`src/mem_perf_pkg.sv`:
```
// Memory performance monitor
// Shared widths, address map and probe types

package mem_perf_pkg;

    // Port count and widths
    localparam int dcache_lanes   = 4;
    localparam int lane_cnt_bits  = 3;
    localparam int perf_ctr_bits  = 32;
    localparam int pending_bits   = 16;
    localparam int perf_addr_bits = 3;

    // Counter read address map
    // Address 7 is unmapped and reads as zero
    localparam logic [perf_addr_bits-1:0] perf_addr_ifetches       = perf_addr_bits'(0);
    localparam logic [perf_addr_bits-1:0] perf_addr_loads          = perf_addr_bits'(1);
    localparam logic [perf_addr_bits-1:0] perf_addr_stores         = perf_addr_bits'(2);
    localparam logic [perf_addr_bits-1:0] perf_addr_ifetch_lat     = perf_addr_bits'(3);
    localparam logic [perf_addr_bits-1:0] perf_addr_load_lat       = perf_addr_bits'(4);
    localparam logic [perf_addr_bits-1:0] perf_addr_icache_pending = perf_addr_bits'(5);
    localparam logic [perf_addr_bits-1:0] perf_addr_dcache_pending = perf_addr_bits'(6);

    // Instruction cache handshake wires as seen by the monitor
    typedef struct packed {
        logic req_valid;
        logic req_ready;
        logic rsp_valid;
        logic rsp_ready;
    } icache_probe_t;

    // One bit per data cache lane in each field
    typedef struct packed {
        logic [dcache_lanes-1:0] req_valid;
        logic [dcache_lanes-1:0] req_rw;
        logic [dcache_lanes-1:0] req_ready;
        logic [dcache_lanes-1:0] rsp_valid;
        logic [dcache_lanes-1:0] rsp_ready;
    } dcache_probe_t;

    typedef struct packed {
        logic                    fetch;
        logic [pending_bits-1:0] pending;
    } icache_activity_t;

    // Per-cycle fire counts plus outstanding loads
    typedef struct packed {
        logic [lane_cnt_bits-1:0] loads;
        logic [lane_cnt_bits-1:0] stores;
        logic [pending_bits-1:0]  pending;
    } dcache_activity_t;

endpackage

```
`src/icache_perf_tracker.sv`:
```
// Instruction cache traffic tracker

`timescale 1ns/1ps

module icache_perf_tracker import mem_perf_pkg::*; (
    input  logic             clk,
    input  logic             reset,
    input  icache_probe_t    probe,
    output icache_activity_t activity
);

    logic                           req_fire;
    logic                           rsp_fire;
    logic signed [pending_bits-1:0] pending_delta;
    logic signed [pending_bits-1:0] pending_reads;

    assign req_fire = probe.req_valid & probe.req_ready;
    assign rsp_fire = probe.rsp_valid & probe.rsp_ready;

    // Net change in outstanding fetches this cycle
    always_comb begin
        case ({req_fire, rsp_fire})
            2'b10: begin
                pending_delta = pending_bits'(1);
            end
            2'b01: begin
                pending_delta = '1;
            end
            default: begin
                pending_delta = '0;
            end
        endcase
    end

    always_ff @(posedge clk) begin
        if (reset) begin
            pending_reads <= '0;
        end else begin
            pending_reads <= pending_reads + pending_delta;
        end
    end

    // Fetch is reported in the cycle it fires
    assign activity.fetch   = req_fire;
    assign activity.pending = pending_reads;

endmodule

```
`src/dcache_perf_tracker.sv`:
```
// Data cache traffic tracker
// Counts loads, stores and outstanding loads across all lanes

`timescale 1ns/1ps

module dcache_perf_tracker import mem_perf_pkg::*; (
    input  logic             clk,
    input  logic             reset,
    input  dcache_probe_t    probe,
    output dcache_activity_t activity
);

    logic [dcache_lanes-1:0]        rd_req_fire;
    logic [dcache_lanes-1:0]        wr_req_fire;
    logic [dcache_lanes-1:0]        rsp_fire;
    logic [lane_cnt_bits-1:0]       load_count;
    logic [lane_cnt_bits-1:0]       store_count;
    logic [lane_cnt_bits-1:0]       rsp_count;
    logic signed [pending_bits-1:0] pending_delta;
    logic signed [pending_bits-1:0] pending_reads;

    // Number of set bits in a lane vector
    function automatic logic [lane_cnt_bits-1:0] pop_count(
        input logic [dcache_lanes-1:0] lanes
    );
        logic [lane_cnt_bits-1:0] count;
        count = '0;
        for (int i = 0; i < dcache_lanes; i++) begin
            count = count + lane_cnt_bits'(lanes[i]);
        end
        return count;
    endfunction

    for (genvar i = 0; i < dcache_lanes; i++) begin : g_lane
        logic req_fire;

        assign req_fire       = probe.req_valid[i] & probe.req_ready[i];
        // rw low is a read
        assign rd_req_fire[i] = req_fire & ~probe.req_rw[i];
        assign wr_req_fire[i] = req_fire & probe.req_rw[i];
        assign rsp_fire[i]    = probe.rsp_valid[i] & probe.rsp_ready[i];
    end

    assign load_count  = pop_count(rd_req_fire);
    assign store_count = pop_count(wr_req_fire);
    assign rsp_count   = pop_count(rsp_fire);

    // Loads open an outstanding read and responses close it
    assign pending_delta = $signed(pending_bits'(load_count))
                         - $signed(pending_bits'(rsp_count));

    always_ff @(posedge clk) begin
        if (reset) begin
            pending_reads <= '0;
        end else begin
            pending_reads <= pending_reads + pending_delta;
        end
    end

    assign activity.loads   = load_count;
    assign activity.stores  = store_count;
    assign activity.pending = pending_reads;

endmodule

```
`src/perf_counter_bank.sv`:
```
// Memory performance counter bank
// Running counters with a registered read port

`timescale 1ns/1ps

module perf_counter_bank import mem_perf_pkg::*; (
    input  logic                      clk,
    input  logic                      reset,
    input  icache_activity_t          icache_activity,
    input  dcache_activity_t          dcache_activity,
    input  logic                      read_valid,
    input  logic [perf_addr_bits-1:0] read_addr,
    output logic                      read_data_valid,
    output logic [perf_ctr_bits-1:0]  read_data
);

    // Per-cycle values widened to counter width
    logic [perf_ctr_bits-1:0] fetch_ext;
    logic [perf_ctr_bits-1:0] loads_ext;
    logic [perf_ctr_bits-1:0] stores_ext;
    logic [perf_ctr_bits-1:0] icache_pending_ext;
    logic [perf_ctr_bits-1:0] dcache_pending_ext;

    logic [perf_ctr_bits-1:0] ifetches;
    logic [perf_ctr_bits-1:0] loads;
    logic [perf_ctr_bits-1:0] stores;
    logic [perf_ctr_bits-1:0] ifetch_lat;
    logic [perf_ctr_bits-1:0] load_lat;

    logic [perf_ctr_bits-1:0] read_sel;

    assign fetch_ext  = perf_ctr_bits'(icache_activity.fetch);
    assign loads_ext  = perf_ctr_bits'(dcache_activity.loads);
    assign stores_ext = perf_ctr_bits'(dcache_activity.stores);

    // Pending counts never go below zero in normal traffic
    assign icache_pending_ext = perf_ctr_bits'(icache_activity.pending);
    assign dcache_pending_ext = perf_ctr_bits'(dcache_activity.pending);

    always_ff @(posedge clk) begin
        if (reset) begin
            ifetches <= '0;
            loads    <= '0;
            stores   <= '0;
        end else begin
            ifetches <= ifetches + fetch_ext;
            loads    <= loads + loads_ext;
            stores   <= stores + stores_ext;
        end
    end

    // Latency is the sum of outstanding reads over all cycles
    always_ff @(posedge clk) begin
        if (reset) begin
            ifetch_lat <= '0;
            load_lat   <= '0;
        end else begin
            ifetch_lat <= ifetch_lat + icache_pending_ext;
            load_lat   <= load_lat + dcache_pending_ext;
        end
    end

    always_comb begin
        case (read_addr)
            perf_addr_ifetches: begin
                read_sel = ifetches;
            end
            perf_addr_loads: begin
                read_sel = loads;
            end
            perf_addr_stores: begin
                read_sel = stores;
            end
            perf_addr_ifetch_lat: begin
                read_sel = ifetch_lat;
            end
            perf_addr_load_lat: begin
                read_sel = load_lat;
            end
            perf_addr_icache_pending: begin
                read_sel = icache_pending_ext;
            end
            perf_addr_dcache_pending: begin
                read_sel = dcache_pending_ext;
            end
            default: begin
                read_sel = '0;
            end
        endcase
    end

    // One response pulse per strobe after one cycle
    always_ff @(posedge clk) begin
        if (reset) begin
            read_data_valid <= 1'b0;
            read_data       <= '0;
        end else begin
            read_data_valid <= read_valid;
            if (read_valid) begin
                read_data <= read_sel;
            end
        end
    end

endmodule

```
`src/mem_perf_monitor.sv`:
```
// Memory performance monitor top
// Cache trackers feeding the counter bank

`timescale 1ns/1ps

module mem_perf_monitor import mem_perf_pkg::*; (
    input  logic                      clk,
    input  logic                      reset,

    // Observed cache handshakes
    input  icache_probe_t             icache_probe,
    input  dcache_probe_t             dcache_probe,

    // Counter read port
    input  logic                      read_valid,
    input  logic [perf_addr_bits-1:0] read_addr,
    output logic                      read_data_valid,
    output logic [perf_ctr_bits-1:0]  read_data
);

    icache_activity_t icache_activity;
    dcache_activity_t dcache_activity;

    icache_perf_tracker u_icache_tracker (
        .clk      (clk),
        .reset    (reset),
        .probe    (icache_probe),
        .activity (icache_activity)
    );

    dcache_perf_tracker u_dcache_tracker (
        .clk      (clk),
        .reset    (reset),
        .probe    (dcache_probe),
        .activity (dcache_activity)
    );

    perf_counter_bank u_counter_bank (
        .clk             (clk),
        .reset           (reset),
        .icache_activity (icache_activity),
        .dcache_activity (dcache_activity),
        .read_valid      (read_valid),
        .read_addr       (read_addr),
        .read_data_valid (read_data_valid),
        .read_data       (read_data)
    );

endmodule

```
`config.mk`:
```
export PLATFORM = sky130hd
export DESIGN_NAME = mem_perf_monitor
export DESIGN_NICKNAME = d
export VERILOG_FILES = /design/src/mem_perf_pkg.sv /design/src/icache_perf_tracker.sv /design/src/dcache_perf_tracker.sv /design/src/perf_counter_bank.sv /design/src/mem_perf_monitor.sv
export SDC_FILE = /design/constraint.sdc
export NUM_CORES = 1
export LEC_CHECK = 0
export ABC_AREA = 0
export BUFFER_PORTS_ARGS = -buffer_cell sky130_fd_sc_hd__buf_2
export CORE_AREA = 2 2 147 149
export DETAILED_ROUTE_END_ITERATION = 16
export DIE_AREA = 0 0 149 151
export PLACE_DENSITY = 0.82
export SLEW_MARGIN = 5
export SYNTH_ARGS = -nofsm -noshare
export SYNTH_HDL_FRONTEND = slang
export SYNTH_HIERARCHICAL = 1
export SYNTH_SLANG_ARGS = --single-unit
```
`constraint.sdc`:
```
create_clock -name clk -period 11.9 [get_ports clk]
set_input_delay 2.38 -clock clk [delete_from_list [all_inputs] [get_ports clk]]
set_output_delay 2.38 -clock clk [all_outputs]
set_load 0.03 [all_outputs]
```
==> results.json, run 1 <==
{
  "status": "complete, no violations",
  "p_comb_share_pct": 30.8,
  "hold_class": "flop to flop",
  "rrSetupSlack_ns": 8.79,
  "power.share.clock_pct": 30.4,
  "nets": 1675,
  "maxSlewHeadroom_pct": 23.3,
  "tightest_slew_ns": 1.15,
  "synth-seq-cells": 225,
  "final_cell_mix": "dfxtp_1 (225), nor2_1 (207), a21oi_1 (97)",
  "grt_pass1_vias": 10900,
  "synth.area.mux_share_pct": 6.56,
  "async_reset_ff_share_pct": 0,
  "drive_above_1_share_pct": 11.0,
  "ys_seq_area_share_pct": 33.7,
  "synth_warnings": 6,
  "dieHeight_um": 151,
  "finalCoreUtilization_pct": 69.9,
  "cp-end-kind": "flop",
  "vias": 11700,
  "finalWeightedCongestion": 0.884,
  "grt_remaining_overflow": 0,
  "finalSetupTns_ns": 0,
  "crit_top_cell": "ha_1",
  "placed_cells_incl_taps": 1816,
  "coreArea_um2": 20800,
  "finalCritPeriodShare_pct": 54.8,
  "power_switching_share_pct": 34.7,
  "yosys.area.top_type": "dfxtp_1",
  "cp_slowest_stage_delay_ns": 0.49,
  "syn-num-nets": 1653,
  "grt_max_degree": 97,
  "fillers": 1602,
  "path_delay_family": "adder cells",
  "path_clk_slew_ns": 0.06,
  "worst-path-max-fanout": 13,
  "cts_sinks": 225,
  "path_cells": "buf_2 > nand2_1 > nor2_1 > fa_1 > ha_1 > ha_1 > xor2_1 > ha_1 > a21o_1 > fa_1 > ha_1 > a211oi_1 > buf_4 > ha_1 > a21o_1 > a221oi_1 > a21oi_1 > a211oi_2 > mux2_2",
  "num_io_pins": 63,
  "p_leak_nw": 5.72,
  "rows": 53,
  "synth_xor_area_share_pct": 8.52,
  "arrival_ns": 6.93,
  "start_kind": "input pin",
  "cap_viol_max_count": 0,
  "ys_types": 86,
  "pwr-share-seq_pct": 38.8,
  "antenna_found_initial": 1,
  "synth-adder-area-share_pct": 7.77,
  "cts_root_buf": "clkbuf_16",
  "drc": 0,
  "finalSetupViolCount": 0,
  "r2r.worst_path.cells": 8,
  "instances_no_fill": 1859,
  "syn_avg_cell_area_um2": 8.65,
  "ant_nets": 0,
  "cts_resized": 0,
  "cts.path.max_buffers": 3,
  "pre_cts_slack_ns": 4.82,
  "vias_per_cell": 6.27,
  "chipWidth_um": 149,
  "setup_slack_ns": 5.38,
  "final_common_cell": "dfxtp_1",
  "grt_pass1_wl_um": 54000,
  "insertedDiodeCount": 0,
  "final_hold_viol_count": 0,
  "reg2reg_from": "u_icache_tracker/pending_reads[7]",
  "power_density_nw_per_um2": 165,
  "dieArea_um2": 22500,
  "numPortBuffers": 62,
  "worstReg2RegEnd": "u_counter_bank/ifetch_lat[28]",
  "whs_path_depth": 2,
  "min_from": "u_counter_bank/read_data[10]",
  "max_freq_ghz": 0.153,
  "htree_levels": 1,
  "first_pass_iters": 6,
  "ir_worst_vdd_mv": 0.112,
  "grt_setup_unrepaired": "false",
  "crit_type": "input pin to flop",
  "p_sw_w": 0.000831,
  "total_power_w": 0.00240,
  "synthTopCellsByArea": "dfxtp_1 (34%), ha_1 (6.3%), nor2_1 (5.8%), xor2_1 (4.5%), xnor2_1 (4.1%)",
  "finClkSkew_ns": 0.0113,
  "synth_compound_area_share_pct": 18.5,
  "postCtsHoldBufs": 0,
  "synthFlopType": "dfxtp_1",
  "p_int_w": 0.00157,
  "synth_top_family_by_area": "simple AND/OR/NAND/NOR gates",
  "critPathBufInv": 2,
  "finalMaxSlewViolations": 0,
  "grt_usage_pct": 29.3,
  "post-dp-hpwl_um": 23100,
  "syn_area_um2": 13400,
  "wl_per_cell_um": 17.7,
  "wl_um": 32900,
  "min_to": "u_counter_bank/read_data[10]",
  "synth_edf_count": 0,
  "start_util_pct": 64.2,
  "syn_inst": 1546,
  "worstPathRequired_ns": 12.31,
  "area_growth_pct": 8.81,
  "postCtsSetupRepairBufs": 0,
  "finalWorstPathRequiredPeriod_ns": 6.52,
  "drtIter0Drc": 914,
  "yosys.area_share.simple_pct": 21.2,
  "cts_tree": "built",
  "critPathSlowestCell": "fa_1",
  "cts_buffers": 25,
  "synth_top_area_share_pct": 33.7,
  "clock_latency_ns": 0.53
}
## worst max-delay path by stage
stage | depth (start not counted) | from | endpoint | slack (ns)
floorplan | 16 | dcache_probe[17] | u_dcache_tracker/pending_reads[10] | 4.55
global placement | 18 | dcache_probe[17] | u_dcache_tracker/pending_reads[10] | 4.93
detailed placement | 18 | dcache_probe[9] | u_dcache_tracker/pending_reads[10] | 4.82
CTS | 18 | dcache_probe[9] | u_dcache_tracker/pending_reads[10] | 5.38
global route | 19 | dcache_probe[19] | u_dcache_tracker/pending_reads[14] | 5.09
finish | 19 | dcache_probe[16] | u_dcache_tracker/pending_reads[14] | 5.38
## registers in the layout, indices dropped and copies added, names as in the netlist
register and cells:
u_counter_bank/ifetch_lat 32, u_counter_bank/ifetches 32, u_counter_bank/load_lat 32, u_counter_bank/loads 32, u_counter_bank/read_data 32, u_counter_bank/read_data_valid 1, u_counter_bank/stores 32, u_dcache_tracker/pending_reads 16
u_icache_tracker/pending_reads 16
## cells by family after synthesis
kind of cell               count (synthesis)
AOI/OAI and AO/OA                        359
xor gates and xnor gates                 130
adders and majority gates                 77
buffers and inverters                    123
DFF                                      225
muxes                                     56
and+or+nand+nor                          576
## layer usage
layer,up-vias,GRT usage [%],share of wire [%]
met5,-,0,0.040
met4,2,7.81,2.2
met3,58,4.73,7.8
met2,392,47.5,46
met1,5561,40.8,44
li1,5642,-,-
## final cells by class
cell class / instances / area, um^2 / share of cell area [%]
inverters: 45 / 169 / 1.16
multi-input cells: 1198 / 8360 / 57.5
repair buffers: 73 / 399 / 2.74
clock inverters: 10 / 65.1 / 0.447
well taps: 275 / 344 / 2.36
clock buffers: 33 / 706 / 4.85
flip-flops and latches: 225 / 4500 / 31.0
## synth_stat cells (all sizes together) (10+ instances only)
cell type / number
dfxtp: 225
nor2: 207
a21oi: 104
nand2: 95
xor2: 68
ha: 67
xnor2: 62
clkbuf: 56
nand3: 52
o21ai: 46
inv: 45
nor2b: 40
or3: 32
nand4: 30
a22oi: 27
a21o: 26
a31oi: 26
and3: 26
nor3: 25
mux4: 24
o211ai: 23
buf: 22
mux2i: 19
and2: 17
a22o: 16
mux2: 13
o22ai: 13
o31ai: 12
nor4: 11
fa: 10
or4: 10
## worst register-to-register path, cell delays in order, from the launching register on
cell and delay (ns):
dfxtp_1 0.68, ha_1 0.39, a21o_1 0.20, a221o_1 0.38, a21o_1 0.20, a41o_4 0.27, a221oi_4 0.55, or4_1 0.23
a21oi_2 0.06
## through the flow
stage / instance area [um^2] / hold slack [ns]
final: 14600 / 0.467
after global routing: 14600 / 0.474
after CTS: 14600 / 0.464
after detailed placement: 13800 / 0.456
after global placement: 13800 / 0.453
after floorplan: 13400 / 0.447
## power by group through the flow
stage	sequential, W	combinational, W	clock (W)
4_1_cts	0.000926	0.000729	0.000736
5_1_grt	0.000937	0.000826	0.000769
3_5_place_dp	0.000942	0.000720	0
6_report	0.000930	0.000739	0.000728
3_3_place_gp	0.000939	0.000696	0
2_1_floorplan	0.000895	0.000607	0
Note: power is estimated with default switching activity, not from simulation.
==> run 2: changes to the inputs <==
- CORE_AREA: 2 2 147 149 -> 2 2 150 152
- DIE_AREA: 0 0 149 151 -> 0 0 152 154
- PLACE_DENSITY: 0.82 -> 0.79
- clock period: 11.9 -> 6.41 ns (I/O delays scaled with it)
==> run 2 against run 1 <==
Compared with the run above:
- hold slack got worse by 0.0050 ns
- register-to-register slack got worse by 5.4 ns
- die area rose by 4.0%
- count of clock-buffer cells in the layout fell by 3
- cell count rose by 0.38%
- worst setup slack got worse by 4.5 ns
==> results.json, run 2 (synthesis results as in run 1) <==
{
  "clock_latency_ns": 0.52,
  "num_io_pins": 63,
  "cts_buffers": 25,
  "drtIter0Drc": 997,
  "start_util_pct": 61.7,
  "final_cell_mix": "dfxtp_1 (225), nor2_1 (207), a21oi_1 (97)",
  "vias": 11600,
  "final_common_cell": "dfxtp_1",
  "wl_um": 32700,
  "drc": 0,
  "cts_resized": 0,
  "grt_setup_unrepaired": "false",
  "multi_input_area_um2": 8370,
  "dieHeight_um": 154,
  "grt_remaining_overflow": 0,
  "fillers": 1728,
  "p_leak_nw": 5.76,
  "path_clk_slew_ns": 0.06,
  "status": "complete, no violations",
  "ir_worst_vdd_mv": 0.200,
  "grt_usage_pct": 27.7,
  "area_growth_pct": 9.27,
  "tightest_slew_ns": 1.29,
  "postCtsHoldBufs": 0,
  "finalSetupTns_ns": 0,
  "wl_per_cell_um": 17.5,
  "cts.path.max_buffers": 3,
  "regArea_um2": 4500,
  "drive_above_1_share_pct": 11.3,
  "cap_viol_max_count": 0,
  "start_kind": "input pin",
  "worstPathRequired_ns": 6.82,
  "maxSlewHeadroom_pct": 13.9,
  "finalSetupViolCount": 0,
  "final_hold_viol_count": 0,
  "cts_sinks": 225,
  "crit_type": "input pin to flop",
  "rows": 54,
  "cp-end-kind": "flop",
  "dieArea_um2": 23400,
  "cts_root_buf": "clkbuf_16",
  "grt_pass1_wl_um": 54500,
  "grt_pass1_vias": 11100,
  "finalWeightedCongestion": 0.936,
  "finalMaxSlewViolations": 0,
  "chipWidth_um": 152,
  "ant_nets": 0,
  "fin_area_um2": 14600,
  "finalCritPeriodShare_pct": 85.6,
  "antenna_found_initial": 1,
  "worst-path-max-fanout": 13,
  "insertedDiodeCount": 0,
  "coreArea_um2": 21700,
  "power_density_nw_per_um2": 308,
  "dpl_cell_area_um2": 13800,
  "finalWorstPathRequiredPeriod_ns": 5.49,
  "rrSetupSlack_ns": 3.39,
  "post-dp-hpwl_um": 23100,
  "vias_per_cell": 6.23,
  "grt_max_degree": 114,
  "numPortBuffers": 62,
  "postCtsSetupRepairBufs": 0,
  "finClkSkew_ns": 0.0110,
  "first_pass_iters": 5,
  "max_freq_ghz": 0.182,
  "hold_class": "flop to flop",
  "arrival_ns": 5.90,
  "cts_tree": "built",
  "nets": 1676,
  "htree_levels": 1
}
run 2: cell types whose count changed in the layout (fill, tap and decap cells not counted), sizes merged:
cell,change
buf,+1
clkinvlp,-2
clkbuf,-3
bufinv,+2
clkinv,+4
run 2: worst paths after layout:
kind	cells after the start	startpoint	endpoint
setup reg to reg	8	u_dcache_tracker/pending_reads[5]	u_counter_bank/load_lat[29]
hold / removal	2	u_counter_bank/read_data[12]	u_counter_bank/read_data[12]
setup / recovery	19	dcache_probe[17]	u_dcache_tracker/pending_reads[14]
hold reg to reg	2	u_counter_bank/read_data[12]	u_counter_bank/read_data[12]
run 2: cell type report:
class	instances	share of cell area (%)
sequential	225	30.8
tap	280	2.40
multi-input combinational	1198	57.3
clock inverter	14	0.865
timing repair buffer	74	2.87
clock buffer	30	4.62
inverter	45	1.16
run 2: critical path: stages:
cell and delay, ns:
buf_2 0.09, nand2_1 0.06, nor2_1 0.14, fa_1 0.45, ha_1 0.23, ha_1 0.24
xor2_1 0.18, ha_1 0.19, a21o_1 0.16, fa_1 0.49, ha_1 0.33, a211oi_2 0.18
buf_4 0.23, ha_1 0.34, and4_1 0.27, a221oi_1 0.35, a21oi_1 0.15, a211oi_2 0.20
mux2_2 0.35
run 2: metrics by stage:
stage | power, W | util [%] | setup WS (ns) | cells | hold WS [ns]
after floorplan | 0.00279 | - | 0.158 | 1546 | 0.447
after CTS | 0.00450 | 67.4 | 0.990 | 1866 | 0.464
final | 0.00450 | 67.4 | 0.923 | 1866 | 0.462
after global placement | 0.00304 | 63.7 | 0.567 | 1822 | 0.450
after detailed placement | 0.00308 | 63.7 | 0.431 | 1822 | 0.454
after global routing | 0.00475 | 67.4 | 0.667 | 1866 | 0.485
run 2: report_power, final:
group / total (W) / internal [W] / switching, W
sequential: 0.00172 / 0.00154 / 0.000181
combinational: 0.00137 / 0.000591 / 0.000774
clock: 0.00141 / 0.000828 / 0.000581
run 2: routing by layer:
metal	up-vias	track usage, %	wire length, um
met5	-	0	0
met4	0	7.21	624
met3	39	4.20	2340
met1	5583	39.3	14800
met2	367	44.3	14900
li1	5634	-	-
==> run 3: changes to the inputs <==
- REMOVE_ABC_BUFFERS: not set -> 1
==> run 3 against run 2 <==
Compared with the run above:
- critical path depth down 1
- final area about the same
- power up 0.59%
- die area unchanged
- hold slack better by 0.0014 ns
- via count up 0.65%
- first-iteration DRC count down 9.3%
- combinational power about the same
- critical endpoint is now u_dcache_tracker/pending_reads[10]
==> results.json, run 3 (synthesis results as in run 1) <==
{
  "finalCritPeriodShare_pct": 85.0,
  "grt_max_degree": 98,
  "cp-end-kind": "flop",
  "grt_pass1_vias": 11000,
  "wl_um": 33400,
  "pwr-share-seq_pct": 38.0,
  "status": "complete, no violations",
  "finalCoreUtilization_pct": 67.4,
  "ant_nets": 0,
  "start_kind": "input pin",
  "p_leak_nw": 5.76,
  "clock_latency_ns": 0.53,
  "start_util_pct": 61.7,
  "dieHeight_um": 154,
  "antenna_found_initial": 0,
  "grt_remaining_overflow": 0,
  "power_density_nw_per_um2": 310,
  "finalSetupTns_ns": 0,
  "nets": 1676,
  "dieArea_um2": 23400,
  "cts_tree": "built",
  "fin_area_um2": 14600,
  "cap_viol_max_count": 0,
  "cts_sinks": 225,
  "num_io_pins": 63,
  "rows": 54,
  "postCtsSetupRepairBufs": 0,
  "worst-path-max-fanout": 13,
  "tightest_slew_ns": 1.20,
  "p_sw_w": 0.00155,
  "max_freq_ghz": 0.184,
  "numPortBuffers": 62,
  "grt_usage_pct": 27.7,
  "grt_setup_unrepaired": "false",
  "wl_per_cell_um": 17.9,
  "total_power_w": 0.00453,
  "htree_levels": 1,
  "cts.path.max_buffers": 3,
  "post-dp-hpwl_um": 23700,
  "final_hold_viol_count": 0,
  "drtIter0Drc": 904,
  "coreArea_um2": 21700,
  "worstPathRequired_ns": 6.83,
  "crit_type": "input pin to flop",
  "finClkSkew_ns": 0.0210,
  "ir_worst_vdd_mv": 0.193,
  "drc": 0,
  "dpl_cell_area_um2": 13800,
  "vias": 11700,
  "grt_pass1_wl_um": 54500,
  "p_comb_share_pct": 30.4,
  "path_clk_slew_ns": 0.06,
  "power.share.clock_pct": 31.6,
  "final_cell_mix": "dfxtp_1 (225), nor2_1 (207), a21oi_1 (97)",
  "finalMaxSlewViolations": 0,
  "hold_class": "flop to flop",
  "finalWorstPathRequiredPeriod_ns": 5.45,
  "chipWidth_um": 152,
  "cts_root_buf": "clkbuf_16",
  "power_switching_share_pct": 34.2,
  "maxSlewHeadroom_pct": 20.1,
  "first_pass_iters": 6,
  "area_growth_pct": 9.25,
  "p_int_w": 0.00298,
  "drive_above_1_share_pct": 11.2,
  "postCtsHoldBufs": 0,
  "finalWeightedCongestion": 0.912,
  "cts_buffers": 25,
  "arrival_ns": 5.87,
  "vias_per_cell": 6.26,
  "finalSetupViolCount": 0,
  "cts_resized": 0,
  "final_common_cell": "dfxtp_1"
}
-- run 3: changes by cell type in the layout (fill, tap and decap cells not counted), sizes merged --
cell / before / now
diode: 0 / 1
clkinv: 10 / 8
clkbuf: 30 / 33
-- run 3: layer usage --
metal  vias to the layer above  track usage, %  part of all wire, %
li1                       5623               -                    -
met1                      5650            39.0                   45
met2                       376            45.1                   46
met3                        50            3.83                  6.8
met4                         0            7.43                  2.3
met5                         -               0                    0
-- run 3: worst paths after layout --
kind	slack [ns]	depth (start not counted)	end	startpoint
worst max-delay path	0.96	18	u_dcache_tracker/pending_reads[10]	dcache_probe[16]
worst min-delay path	0.46	2	u_counter_bank/read_data[15]	u_counter_bank/read_data[15]
worst max register to register	3.35	8	u_counter_bank/ifetch_lat[26]	u_icache_tracker/pending_reads[7]
worst min register to register	0.46	2	u_counter_bank/read_data[15]	u_counter_bank/read_data[15]
-- run 3: worst max-delay path, stage by stage --
cell and delay [ns]:
buf_2 0.09, nand2_1 0.06, nor2_1 0.15, fa_1 0.42, ha_1 0.23, ha_1 0.24
xor2_1 0.18, ha_1 0.18, a21o_1 0.16, fa_1 0.48, ha_1 0.31, a211oi_1 0.19
buf_4 0.25, ha_1 0.32, a21oi_1 0.40, a31oi_2 0.24, a311oi_1 0.34, mux2_1 0.34
-- run 3: final cells by class --
| class | instances | area (um^2) |
|---|---|---|
| multi-input cells | 1198 | 8360 |
| fillers | 1724 | 7080 |
| flip-flops and latches | 225 | 4500 |
| clock buffers | 33 | 696 |
| repair buffers | 74 | 407 |
| well taps | 280 | 350 |
| inverters | 45 | 169 |
| clock inverters | 12 | 116 |
| diodes | 1 | 2.50 |
-- run 3: power groups by stage --
| stage | logic (W) | registers, W | clock network, W |
|---|---|---|---|
| 2_1_floorplan | 0.00105 | 0.00168 | 0 |
| 3_3_place_gp | 0.00129 | 0.00174 | 0 |
| 3_5_place_dp | 0.00134 | 0.00174 | 0 |
| 4_1_cts | 0.00135 | 0.00172 | 0.00145 |
| 5_1_grt | 0.00153 | 0.00174 | 0.00150 |
| 6_report | 0.00138 | 0.00172 | 0.00143 |
-- run 3: metrics by stage --
stage	cells	worst slack (ns)	hold WS, ns
after floorplan	1468	0.158	0.441
after global placement	1822	0.552	0.450
after detailed placement	1822	0.419	0.453
after CTS	1867	0.975	0.462
after global routing	1867	0.665	0.492
final	1868	0.961	0.463
